<file path="config.mk">
export PLATFORM = sky130hd
export DESIGN_NAME = tag_cache_lookup
export DESIGN_NICKNAME = d
export VERILOG_FILES = /design/src/hdl/tag_cache_pkg.sv /design/src/hdl/tag_cache_lookup.sv
export SDC_FILE = /design/constraint.sdc
export NUM_CORES = 1
export LEC_CHECK = 0
export ABC_AREA = 1
export BUFFER_PORTS_ARGS = -buffer_cell sky130_fd_sc_hd__buf_2
export CORE_ASPECT_RATIO = 1.2
export CORE_MARGIN = 10
export CORE_UTILIZATION = 62
export DETAILED_ROUTE_END_ITERATION = 16
export PLACE_DENSITY = 0.85
export SLEW_MARGIN = 20
export SYNTH_ARGS = -nofsm -noshare
export SYNTH_HDL_FRONTEND = slang
export SYNTH_SLANG_ARGS = --single-unit
</file>
<file path="constraint.sdc">
create_clock -name clk -period 12.3 [get_ports clk]
set_input_delay 2.46 -clock clk [delete_from_list [all_inputs] [get_ports clk]]
set_output_delay 2.46 -clock clk [all_outputs]
set_load 0.01 [all_outputs]
</file>
<file path="src/hdl/tag_cache_pkg.sv">
// Lookup outcome type and statistics constants for the tagged cache queue
package tag_cache_pkg;

    // Outcome of one accepted read
    typedef enum logic [1:0] {
        // Tag found in the cache
        LOOKUP_CACHE_HIT   = 2'd0,
        // Tag found in the queue, entry copied into the cache
        LOOKUP_QUEUE_MATCH = 2'd1,
        // No match anywhere, head word returned
        LOOKUP_HEAD_ONLY   = 2'd2
    } lookup_result_e;

    // Width of the hit and miss counters and of the ratio
    localparam int STAT_WIDTH = 32;

    // Full-scale hit ratio, 10000 means 100.00 percent
    localparam int RATIO_SCALE = 10000;

endpackage

</file>
<file path="src/hdl/tag_cache_lookup.sv">
// Fully associative tag cache with LRU or round robin replacement and outcome decision
`timescale 1ns/1ps

module tag_cache_lookup
    import tag_cache_pkg::*;
#(
    parameter int DATA_WIDTH    = 32,
    parameter int TAG_WIDTH     = 8,
    parameter int CACHE_ENTRIES = 4,
    parameter int USE_LRU       = 1
) (
    input  logic                  clk,
    input  logic                  rst_n,
    input  logic                  pop,
    input  logic [TAG_WIDTH-1:0]  rd_tag,
    input  logic                  match_found,
    input  logic [DATA_WIDTH-1:0] match_data,
    input  logic [DATA_WIDTH-1:0] head_data,
    output lookup_result_e        result,
    output logic [DATA_WIDTH-1:0] result_data
);

    localparam int IDX_W = $clog2(CACHE_ENTRIES);

    logic [TAG_WIDTH-1:0]     cache_tag  [CACHE_ENTRIES];
    logic [DATA_WIDTH-1:0]    cache_data [CACHE_ENTRIES];
    logic [CACHE_ENTRIES-1:0] cache_valid;
    // Rank 0 is most recent, CACHE_ENTRIES-1 is the LRU victim
    logic [IDX_W-1:0]         age_rank   [CACHE_ENTRIES];
    logic [IDX_W-1:0]         rr_ptr;

    logic [CACHE_ENTRIES-1:0] hit_vec;
    logic                     cache_hit;
    logic [IDX_W-1:0]         hit_idx;
    logic                     has_free;
    logic [IDX_W-1:0]         free_idx;
    logic [IDX_W-1:0]         lru_idx;
    logic [IDX_W-1:0]         fill_idx;
    logic                     fill_en;
    logic                     touch_en;
    logic [IDX_W-1:0]         touch_idx;

    always_comb begin
        hit_idx = '0;
        for (int k = 0; k < CACHE_ENTRIES; k++) begin
            hit_vec[k] = cache_valid[k] && (cache_tag[k] == rd_tag);
        end
        for (int k = CACHE_ENTRIES - 1; k >= 0; k--) begin
            if (hit_vec[k]) begin
                hit_idx = IDX_W'(k);
            end
        end
    end

    assign cache_hit = |hit_vec;

    // Lowest free slot first, then the policy victim
    always_comb begin
        has_free = 1'b0;
        free_idx = '0;
        lru_idx  = '0;
        for (int k = CACHE_ENTRIES - 1; k >= 0; k--) begin
            if (!cache_valid[k]) begin
                has_free = 1'b1;
                free_idx = IDX_W'(k);
            end
        end
        for (int k = 0; k < CACHE_ENTRIES; k++) begin
            if (age_rank[k] == IDX_W'(CACHE_ENTRIES - 1)) begin
                lru_idx = IDX_W'(k);
            end
        end
    end

    assign fill_idx = has_free ? free_idx : ((USE_LRU != 0) ? lru_idx : rr_ptr);

    always_comb begin
        if (cache_hit) begin
            result      = LOOKUP_CACHE_HIT;
            result_data = cache_data[hit_idx];
        end else if (match_found) begin
            result      = LOOKUP_QUEUE_MATCH;
            result_data = match_data;
        end else begin
            result      = LOOKUP_HEAD_ONLY;
            result_data = head_data;
        end
    end

    assign fill_en   = pop && (result == LOOKUP_QUEUE_MATCH);
    assign touch_en  = pop && (cache_hit || match_found);
    assign touch_idx = cache_hit ? hit_idx : fill_idx;

    always_ff @(posedge clk) begin
        if (fill_en) begin
            cache_tag[fill_idx]  <= rd_tag;
            cache_data[fill_idx] <= match_data;
        end
    end

    always_ff @(posedge clk or negedge rst_n) begin
        if (!rst_n) begin
            cache_valid <= '0;
            rr_ptr      <= '0;
        end else if (fill_en) begin
            cache_valid[fill_idx] <= 1'b1;
            // Pointer only moves when it picked the victim
            if (!has_free && USE_LRU == 0) begin
                rr_ptr <= (rr_ptr == IDX_W'(CACHE_ENTRIES - 1)) ? '0 : rr_ptr + 1'b1;
            end
        end
    end

    // Touched entry goes to rank 0, younger entries age by one
    always_ff @(posedge clk or negedge rst_n) begin
        if (!rst_n) begin
            for (int k = 0; k < CACHE_ENTRIES; k++) begin
                age_rank[k] <= IDX_W'(k);
            end
        end else if (USE_LRU != 0 && touch_en) begin
            for (int k = 0; k < CACHE_ENTRIES; k++) begin
                if (IDX_W'(k) == touch_idx) begin
                    age_rank[k] <= '0;
                end else if (age_rank[k] < age_rank[touch_idx]) begin
                    age_rank[k] <= age_rank[k] + 1'b1;
                end
            end
        end
    end

    // Fill only happens on a cache miss, so a tag never lands twice
    a_single_hit: assert property (
        @(posedge clk) disable iff (!rst_n)
        $onehot0(hit_vec)
    );

    if (USE_LRU != 0) begin : g_rank_check
        for (genvar i = 0; i < CACHE_ENTRIES; i++) begin : g_outer
            for (genvar j = i + 1; j < CACHE_ENTRIES; j++) begin : g_inner
                a_rank_distinct: assert property (
                    @(posedge clk) disable iff (!rst_n)
                    age_rank[i] != age_rank[j]
                );
            end
        end
    end

endmodule

</file>
==> flow_summary.json <==
{
  "yosys_warnings": 0,
  "startpoint_type": "input port",
  "routed-wl-met2_mm": 10.5,
  "rsz0062_at_grt": "no",
  "final_nets": 988,
  "io_buffer_count": 109,
  "crit_type": "input port to output pin",
  "synth.distinct_cells": 31,
  "post_cts_buffers": 0,
  "fmaxAchievable_ghz": 0.122,
  "cts_resized": 0,
  "grt_pass1_wl_mm": 32.2,
  "power_density_mw_per_mm2": 167,
  "syn_inst": 810,
  "core-area_mm2": 0.0127,
  "grt_usage": 0.217,
  "ctsHoldBuffers": 0,
  "num_rows": 45,
  "gp_congestion": 0.956,
  "drt_iter0_drc": 770,
  "hold_viol": 0,
  "ios": 110,
  "avgRoutedWirePerCell_um": 18.3,
  "period_share": 0.664,
  "cp-end-kind": "output pin",
  "drt-pass1-iter-count": 5,
  "drt-total-wl_mm": 19.9,
  "fin_hold_ws_ns": 0.487,
  "finalSetupTns_ns": 0,
  "maxCapViolCount": 0,
  "ys_seq_area_frac": 0.629,
  "fin_crit_ns": 8.17,
  "status": "complete, no violations",
  "die_x_um": 125,
  "final_common_cell": "nand2_1",
  "finalSetupViolCount": 0,
  "synth_seq_cells": 172,
  "avgViaCountPerCell": 5.91,
  "grt_pass1_vias": 6496,
  "relSlewSlack": 0.402,
  "critPathMaxFanout": 71,
  "cts_root_buffer": "clkbuf_16",
  "grt_max_degree": 72,
  "top_layer": "met4",
  "drcViolationCount": 0,
  "die_h_um": 145,
  "p_leak_uw": 0.00392,
  "syn_nets": 889,
  "cts_tree": "done",
  "min_path_cells": 2,
  "num_vias": 6408,
  "clk_pin_slew_ns": 0.06,
  "overflow": 0,
  "diodes": 0,
  "most-common-layout-cells": "215 x nand2_1, 197 x nand3_1, 160 x edfxtp_1, 109 x buf_2, 53 x inv_1",
  "h-tree-depth": 4,
  "clock-sinks": 172,
  "reg2reg_depth": 12,
  "netlist_area_mm2": 0.00813,
  "hpwl_mm": 12.8,
  "syn2layout_area_growth_pct": 14.9,
  "clock_latency_ns": 0.43,
  "layout-drive-gt1-share": 0.207,
  "avgSynthCellArea_um2": 10.0,
  "drtAntennaViolNets": 0,
  "cts_buffers": 17,
  "die-area_mm2": 0.0181,
  "finalClockSkew_ns": 0.0155,
  "start_util": 0.639,
  "ir_drop_uv": 114,
  "wl_met1_mm": 7.41,
  "worstMarginPinSlew_ns": 0.897,
  "slew_viol_final": 0,
  "clk_path_buf_depth": 2,
  "crit_required_ns": 9.84,
  "final_core_util": 0.734,
  "antenna_found_initial": 0,
  "wl_met3_mm": 1.53,
  "arrival_ns": 5.71,
  "hold_class": "register to register"
}
path summary, 6_finish.rpt:
check	start	end	slack (ns)
max in group asynchronous	rst_n	age_rank[1]	10.10
min in group asynchronous	rst_n	cache_valid[2]	1.92
worst min-delay path	age_rank[0]	age_rank[0]	0.49
worst max-delay path	rd_tag[0]	result_data[5]	4.13
worst min register to register	age_rank[0]	age_rank[0]	0.49
worst max register to register	cache_tag[1][7]	cache_data[0][22]	8.22
report_power, final:
part           total [µW]  internal [µW]  switching [µW]
combinational         331            111             220
clock                 488            274             214
sequential            738            711            26.8
cells in the mapped netlist:
master	count	share of area
nand2_1	215	0.099
nand3_1	197	0.12
edfxtp_1	160	0.59
inv_1	53	0.024
nor2_1	33	0.015
a22oi_1	32	0.030
buf_2	21	0.013
inv_2	15	0.0069
clkbuf_1	11	0.0051
dfrtp_1	8	0.025
nand4_1	7	0.0054
o21ai_0	6	0.0037
xnor2_1	6	0.0065
a21oi_1	5	0.0031
buf_1	5	0.0023
nor2_2	5	0.0038
nor2_4	5	0.0069
dfstp_2	4	0.013
ha_1	3	0.0046
nand2_2	3	0.0023
nand2_4	3	0.0042
nand3_2	3	0.0037
nand3b_1	2	0.0018
a31o_2	1	0.0011
nand3_4	1	0.0022
nor2b_1	1	0.00077
nor3_1	1	0.00062
nor3_2	1	0.0012
o21ai_1	1	0.00062
or2_2	1	0.00077
xor2_1	1	0.0011
final cells by class:
cell class	count	area, µm²
Tap cell	164	205
Fill cell	900	3380
Sequential cell	172	5110
Clock buffer	18	429
Multi-Input combinational cell	533	2640
Clock inverter	12	98.8
Timing Repair Buffer	117	606
Inverter	68	256
kinds of logic (layout without fill, tap and decap cells):
logic type                 count (synthesis)  in the layout  share of synthesized area
adders and majority gates                  3              3                    0.00462
AOI/OAI and AO/OA                         45             45                     0.0380
buffers and inverters                    105            215                     0.0517
and+or+nand+nor                          478            478                      0.270
xor gates and xnor gates                   7              7                    0.00754
DFF                                      172            172                      0.629
metal layers:
layer  vias up  GRT usage
li1       3014          -
met1      3033      0.252
met3        48     0.0397
met4         0     0.0986
met5         -          0
met2       313      0.380
critical path, cell delays in order:
cell      delay (ns)
buf_2           0.18
inv_2           0.08
a21oi_1         0.26
nand3_1         0.18
nor2_4          0.22
clkinv_2        0.71
nand2_4         0.96
nand2_1         0.15
nand3_1         0.14
nand3_1         0.11
nand2_1         0.09
buf_2           0.13
sequential cells by signal, summed over array words and instances (netlist names):
signal / cells
age_rank: 8
cache_data: 128
cache_tag: 32
cache_valid: 4
metrics by stage:
| step | total power (µW) | worst slack [ns] | cell area [µm²] | std cells |
|---|---|---|---|---|
| 4_1_cts | 1560 | 4.48 | 9340 | 1084 |
| 3_3_place_gp | 1060 | 4.66 | 8810 | 1054 |
| 3_5_place_dp | 1080 | 4.49 | 8810 | 1054 |
| 5_1_grt | 1640 | 3.87 | 9340 | 1084 |
| 2_1_floorplan | 975 | 5.57 | 8130 | 810 |
| 6_report | 1560 | 4.13 | 9340 | 1084 |
Power figures use the tool's default switching activity.
