**src/hdl/tag_store_fifo.sv**
```systemverilog
// Tag store queue with data and tag memories, status levels and oldest-first tag search
`timescale 1ns/1ps

module tag_store_fifo #(
    parameter int DATA_WIDTH = 32,
    parameter int TAG_WIDTH  = 8,
    parameter int ADDR_WIDTH = 4
) (
    input  logic                  clk,
    input  logic                  rst_n,
    input  logic                  wr_en,
    input  logic [DATA_WIDTH-1:0] wr_data,
    input  logic [TAG_WIDTH-1:0]  wr_tag,
    input  logic                  rd_en,
    input  logic [TAG_WIDTH-1:0]  rd_tag,
    output logic                  wr_ready,
    output logic                  full,
    output logic                  empty,
    output logic                  rd_valid,
    output logic [ADDR_WIDTH:0]   data_count,
    output logic                  pop,
    output logic                  match_found,
    output logic [DATA_WIDTH-1:0] match_data,
    output logic [DATA_WIDTH-1:0] head_data
);

    localparam int DEPTH = 1 << ADDR_WIDTH;

    logic [DATA_WIDTH-1:0] data_mem [DEPTH];
    logic [TAG_WIDTH-1:0]  tag_mem  [DEPTH];

    // Extra top bit tells full from empty
    logic [ADDR_WIDTH:0] wr_ptr;
    logic [ADDR_WIDTH:0] rd_ptr;
    logic                push;

    assign data_count = wr_ptr - rd_ptr;
    assign full       = (data_count == (ADDR_WIDTH + 1)'(DEPTH));
    assign empty      = (data_count == '0);
    assign wr_ready   = !full;
    assign rd_valid   = !empty;

    assign push = wr_en && !full;
    assign pop  = rd_en && !empty;

    assign head_data = data_mem[rd_ptr[ADDR_WIDTH-1:0]];

    always_ff @(posedge clk) begin
        if (push) begin
            data_mem[wr_ptr[ADDR_WIDTH-1:0]] <= wr_data;
            tag_mem[wr_ptr[ADDR_WIDTH-1:0]]  <= wr_tag;
        end
    end

    always_ff @(posedge clk or negedge rst_n) begin
        if (!rst_n) begin
            wr_ptr <= '0;
            rd_ptr <= '0;
        end else begin
            if (push) begin
                wr_ptr <= wr_ptr + 1'b1;
            end
            if (pop) begin
                rd_ptr <= rd_ptr + 1'b1;
            end
        end
    end

    // Walk from the head towards the tail, first equal tag wins
    always_comb begin : tag_search
        logic [ADDR_WIDTH-1:0] addr;
        match_found = 1'b0;
        match_data  = '0;
        for (int i = 0; i < DEPTH; i++) begin
            addr = rd_ptr[ADDR_WIDTH-1:0] + i[ADDR_WIDTH-1:0];
            if (!match_found && (i < int'(data_count)) && (tag_mem[addr] == rd_tag)) begin
                match_found = 1'b1;
                match_data  = data_mem[addr];
            end
        end
    end

    a_count_in_range: assert property (
        @(posedge clk) disable iff (!rst_n)
        data_count <= (ADDR_WIDTH + 1)'(DEPTH)
    );

    // Rejected requests leave the pointers where they were
    a_wr_ptr_hold: assert property (
        @(posedge clk) disable iff (!rst_n)
        !push |=> $stable(wr_ptr)
    );

    a_rd_ptr_hold: assert property (
        @(posedge clk) disable iff (!rst_n)
        !pop |=> $stable(rd_ptr)
    );

endmodule

```
**config.mk**
```make
export PLATFORM = sky130hd
export DESIGN_NAME = tag_store_fifo
export DESIGN_NICKNAME = d
export VERILOG_FILES = /design/src/hdl/tag_store_fifo.sv
export SDC_FILE = /design/constraint.sdc
export NUM_CORES = 2
export LEC_CHECK = 0
export ABC_AREA = 0
export BUFFER_PORTS_ARGS = -buffer_cell sky130_fd_sc_hd__buf_2
export CAP_MARGIN = 20
export CORE_MARGIN = 2
export CORE_UTILIZATION = 25
export CTS_CLUSTER_DIAMETER = 100
export CTS_CLUSTER_SIZE = 12
export DETAILED_ROUTE_END_ITERATION = 7
export GPL_TIMING_DRIVEN = 0
export HOLD_SLACK_MARGIN = 0.03
export PLACE_DENSITY = 0.43
export RECOVER_POWER = 50
export SETUP_SLACK_MARGIN = 0.05
export SLEW_MARGIN = 20
export SYNTH_ARGS = -nofsm -noshare
export SYNTH_HDL_FRONTEND = slang
export SYNTH_SLANG_ARGS = --single-unit
```
**constraint.sdc**
```tcl
create_clock -name clk -period 7.9 [get_ports clk]
set_input_delay 0.395 -clock clk [delete_from_list [all_inputs] [get_ports clk]]
set_output_delay 0.395 -clock clk [all_outputs]
set_load 0.1 [all_outputs]
```
==> tab_implementation.tex <==
\begin{tabular}{lr}
\hline
Metric & Value \\
\hline
\multicolumn{2}{l}{\textbf{Outcome}} \\
Run status & complete, but fails checks \\
Violations in the final reports & capacitance limit, slew limit, setup timing \\
\multicolumn{2}{l}{\textbf{Synthesis}} \\
Synthesized netlist cell count & 4,880 \\
Largest area contributor in the synthesized netlist & sky130\_fd\_sc\_hd\_\_edfxtp\_1 \\
EDFF count, synth & 640 \\
Count of state elements after synthesis & 650 \\
Number of nets produced by synthesis & between 4,000 and 5,000 \\
Share of flip-flops with an asynchronous set or reset & 1.538\% \\
Mean instance size in the synthesized netlist & around 12 um\^{}2 \\
Post-Syn Area & 0.05792 mm\^{}2 \\
Count of warnings emitted by yosys & 0 \\
Leading cell types by total area after synthesis & sky130\_fd\_sc\_hd\_\_edfxtp\_1 33\%, sky130\_fd\_sc\_hd\_\_mux4\_2 32\%, sky130\_fd\_sc\_hd\_\_mux2i\_1 6.3\% \\
Portion of the post-synthesis area used by sequential elements & 33.61\% \\
Top cell type's share of synthesized area & approximately a third \\
Cell variety after synth & 98 \\
Primary FF master, synth & sky130\_fd\_sc\_hd\_\_edfxtp\_1 \\
\multicolumn{2}{l}{\textbf{Cells and area}} \\
Area added between synthesis and finish & 22.66\% \\
Filler cell count & 23,150 \\
Final net count & 5,407 \\
Share of layout cells above drive strength 1 & 34.77\% \\
Area of combinational cells with multiple inputs & about 0.038 mm\^{}2 \\
Flip-flop and latch area & 0.01947 mm\^{}2 \\
Number of standard cells in the layout, taps in and fillers out & approximately 8,400 \\
Fraction of the core area covered by cells at the end of the flow & 30.87\% \\
\multicolumn{2}{l}{\textbf{Clock tree}} \\
Max Buffers Root-to-Sink & 3 \\
Clock slew seen by the registers of the worst setup and hold paths & 0.07 ns \\
CTS H-tree depth & 3 \\
Clock latency on the worst-skew pair & 0.73 ns \\
Number of sinks driven by the clock tree & 650 \\
Root cell of the clock tree & sky130\_fd\_sc\_hd\_\_clkbuf\_16 \\
CTS tree & yes \\
CTS Buf Count & 68 \\
\multicolumn{2}{l}{\textbf{GRT}} \\
Gr ovfl total & 0 \\
Maximum number of pins on one net before global-route repair & 17 \\
Overall routing resource usage & 34.72\% \\
Initial antenna violation count & 52 \\
Number of global-route vias before repair & between 50,000 and 60,000 \\
Wire length of the first global-routing pass & between 500,000 and 600,000 um \\
\multicolumn{2}{l}{\textbf{Drt}} \\
Avg WL per Cell & 50.02 um \\
Final wirelength & 420,700 um \\
Drt via density & 6.750 \\
Wire length on met2 & 167,700 um \\
Drt drc & 0 \\
Routed via count & around 57,000 \\
Met3 wire length & 56,820 um \\
Remaining antenna violation count after routing & 0 \\
Violation count after the first detailed-route iteration & $\sim$11,000 \\
Wl on met1 & 166,600 um \\
First-pass iteration count of the detailed router & 6 \\
Top routing layer in use & met5 \\
\multicolumn{2}{l}{\textbf{Worst setup path}} \\
Crit path max fanout & 10 \\
Critical path endpoint category & output port \\
Worst Path Arrival & 7.72 ns \\
R2r setup slk & 1.02 ns \\
Required time at the worst-slack endpoint & 7.51 ns \\
Startpoint type of the worst setup path & flip-flop \\
Destination of the worst register-to-register timing path & data\_mem[15][6]\$\_DFFE\_PP\_ \\
Beginning of the worst register-to-register path & rd\_ptr[2]\$\_DFFE\_PN0P\_ \\
CP Launch Point & rd\_ptr[2]\$\_DFFE\_PN0P\_ \\
R2R cell count & 19 \\
Capture point of the worst path & match\_data[29] \\
Category of the most critical setup path & reg -> out \\
\multicolumn{2}{l}{\textbf{STA}} \\
Headroom to the max-slew limit & -11.30\% \\
Max-slew violation count & 9 \\
Post-route clock period utilization & 102.8\% \\
RSZ-0062 raised after global routing & true \\
Worst Tran Pin Value & between 1.5 and 2 ns \\
Final number of setup-violating endpoints & 14 \\
Skew final & $\sim$0.035 ns \\
Setup WS post-layout & -0.2192 ns \\
Post-Route Hold Slack & 0.2006 ns \\
F\_max & around 120 MHz \\
Final setup TNS & -0.7072 ns \\
Number of hold-slack violations in the final timing report & 0 \\
Min Tclk post-route & 8.119 ns \\
\multicolumn{2}{l}{\textbf{Placement}} \\
Number of placed instances with taps included & 8,148 \\
I/O Buffers & 123 \\
Dpl hpwl & 319,800 um \\
RD Place Congestion & around 1.1 \\
\multicolumn{2}{l}{\textbf{Floorplanning}} \\
Vert. Die Dim & 485.3 um \\
Die Footprint & between 0.2 and 0.25 mm\^{}2 \\
Initial core utilization & 25.17\% \\
Placeable core area & 0.2301 mm\^{}2 \\
Std cell rows & 176 \\
Die boundary width & around 490 um \\
Top-level I/O count & 127 \\
\multicolumn{2}{l}{\textbf{Hold path}} \\
Worst min-delay path class & in -> reg \\
\multicolumn{2}{l}{\textbf{Flow run}} \\
Max-cap violations & 1 \\
\hline
\end{tabular}
==> cells in the mapped netlist, types with 19 or more instances <==
cell type	number
sky130_fd_sc_hd__a2111oi_0	23
sky130_fd_sc_hd__a211oi_1	86
sky130_fd_sc_hd__nor2_1	319
sky130_fd_sc_hd__mux2_2	38
sky130_fd_sc_hd__xnor2_1	122
sky130_fd_sc_hd__mux4_2	827
sky130_fd_sc_hd__nand3_1	72
sky130_fd_sc_hd__o211ai_1	32
sky130_fd_sc_hd__clkbuf_1	236
sky130_fd_sc_hd__a22oi_1	21
sky130_fd_sc_hd__nand2_1	871
sky130_fd_sc_hd__nand4_1	22
sky130_fd_sc_hd__buf_2	113
sky130_fd_sc_hd__and2_1	26
sky130_fd_sc_hd__buf_1	80
sky130_fd_sc_hd__nor4_1	19
sky130_fd_sc_hd__mux2i_1	366
sky130_fd_sc_hd__buf_6	21
sky130_fd_sc_hd__o22ai_1	48
sky130_fd_sc_hd__nor3_1	31
sky130_fd_sc_hd__o21ai_0	212
sky130_fd_sc_hd__a21oi_1	225
sky130_fd_sc_hd__a221oi_1	42
sky130_fd_sc_hd__a31oi_1	23
sky130_fd_sc_hd__and3_1	23
sky130_fd_sc_hd__edfxtp_1	640
sky130_fd_sc_hd__xor2_1	32
==> flip-flops by register name, summed over array words and instances (netlist names) <==
name,cells
rd_ptr,5
tag_mem,128
wr_ptr,5
data_mem,512
==> metal layers <==
metal,vias to the layer above,global-route usage (%)
met5,-,0
met2,5536,47.47
met1,29640,46.88
met3,1089,12.78
li1,20490,-
met4,18,19.53
==> stage by stage <==
step | cell area, um^2 | worst slack, ns
6_report | 71050 | -0.2192
3_3_place_gp | 62600 | -7.080
4_1_cts | 70590 | -0.01571
2_1_floorplan | 58200 | -0.05866
5_1_grt | 71000 | 0.01526
3_5_place_dp | 65320 | -5.455
==> critical path, stage by stage (launching register included) <==
cell and delay [ns]:
sky130_fd_sc_hd__dfrtp_2 0.42, sky130_fd_sc_hd__buf_6 0.18, sky130_fd_sc_hd__buf_6 0.22, sky130_fd_sc_hd__buf_2 0.39, sky130_fd_sc_hd__clkdlybuf4s15_2 0.57, sky130_fd_sc_hd__clkbuf_1 0.66
sky130_fd_sc_hd__buf_4 0.55, sky130_fd_sc_hd__clkdlybuf4s15_1 0.80, sky130_fd_sc_hd__clkbuf_2 0.75, sky130_fd_sc_hd__nand2_1 0.12, sky130_fd_sc_hd__nand2_1 0.12, sky130_fd_sc_hd__nor2_1 0.05
sky130_fd_sc_hd__a21oi_1 0.60, sky130_fd_sc_hd__o21ai_0 0.28, sky130_fd_sc_hd__a221oi_1 0.34, sky130_fd_sc_hd__o31ai_1 0.14, sky130_fd_sc_hd__a21oi_2 0.45, sky130_fd_sc_hd__buf_8 0.27
==> worst min-delay path by stage <==
stage | startpoint | endpoint | slack [ns] | cells after the start
after floorplan | rst_n | rd_ptr[0]$_DFFE_PN0P_ | 0.1 | 0
after global placement | rst_n | wr_ptr[2]$_DFFE_PN0P_ | 0.28 | 1
after detailed placement | rst_n | wr_ptr[2]$_DFFE_PN0P_ | 0.28 | 1
after CTS | wr_data[5] | data_mem[0][5]$_DFFE_PP_ | 0.03 | 1
after global routing | wr_data[1] | data_mem[10][1]$_DFFE_PP_ | 0.25 | 1
final | wr_data[16] | data_mem[14][16]$_DFFE_PP_ | 0.20 | 1
==> cell usage in the layout, fill, tap and decap left out, types with 22 or more instances in the layout <==
cell type	Yosys	routed
sky130_fd_sc_hd__nand2_1	871	864
sky130_fd_sc_hd__mux4_2	827	827
sky130_fd_sc_hd__edfxtp_1	640	640
sky130_fd_sc_hd__mux2i_1	366	355
sky130_fd_sc_hd__nor2_1	319	302
sky130_fd_sc_hd__a21oi_1	225	210
sky130_fd_sc_hd__o21ai_0	212	208
sky130_fd_sc_hd__buf_4	17	178
sky130_fd_sc_hd__clkbuf_2	0	129
sky130_fd_sc_hd__clkbuf_1	236	126
sky130_fd_sc_hd__buf_2	113	118
sky130_fd_sc_hd__xnor2_1	122	104
sky130_fd_sc_hd__buf_12	0	96
sky130_fd_sc_hd__a211oi_1	86	82
sky130_fd_sc_hd__clkbuf_16	0	72
sky130_fd_sc_hd__buf_6	21	65
sky130_fd_sc_hd__nand3_1	72	60
sky130_fd_sc_hd__o22ai_1	48	48
sky130_fd_sc_hd__buf_8	2	44
sky130_fd_sc_hd__mux2_2	38	39
sky130_fd_sc_hd__buf_16	0	36
sky130_fd_sc_hd__o211ai_1	32	32
sky130_fd_sc_hd__a221oi_1	42	32
sky130_fd_sc_hd__clkbuf_4	0	28
sky130_fd_sc_hd__xor2_1	32	26
sky130_fd_sc_hd__and2_1	26	26
sky130_fd_sc_hd__diode_2	0	24
sky130_fd_sc_hd__nor3_1	31	24
sky130_fd_sc_hd__nand4_1	22	22
==> layout make-up <==
type	instances	area share [%]
clock buffers	80	2.502
well taps	3026	5.329
repair buffers	396	6.498
diodes	24	0.08453
flip-flops and latches	650	27.41
plain buffers	461	4.838
multi-input cells	3734	52.99
inverters	27	0.1832
clock inverters	13	0.1638
==> logic make-up (layout without fill, tap and decap cells) <==
group,count (synthesis),in the layout,synth area share [%]
AO/OA/AOI/OAI,879,879,9.820
XOR/XNOR,155,155,2.357
adder cells (fa/ha/maj),17,17,0.3802
buffers and inverters,496,977,3.884
flip-flops,650,650,33.61
multiplexers,1237,1237,39.34
other,0,24,0
AND/OR/NAND/NOR,1446,1446,10.61
==> repair_timing <==
| item | 4_1_cts | 5_1_grt |
|---|---|---|
| hold buffers | 17 | 0 |
| cloned | 3 | 0 |
| buffers inserted | 109 | 26 |
| resized for setup | 622 | 92 |
| endpoints found under the hold margin | 180 | 0 |
| pin swaps | 52 | 22 |
| endpoints found under the setup margin | 675 | 32 |
Power is left out: the tool's default activity adds up to more than one toggle a clock period on the data nets, which glitch-free logic cannot reach.
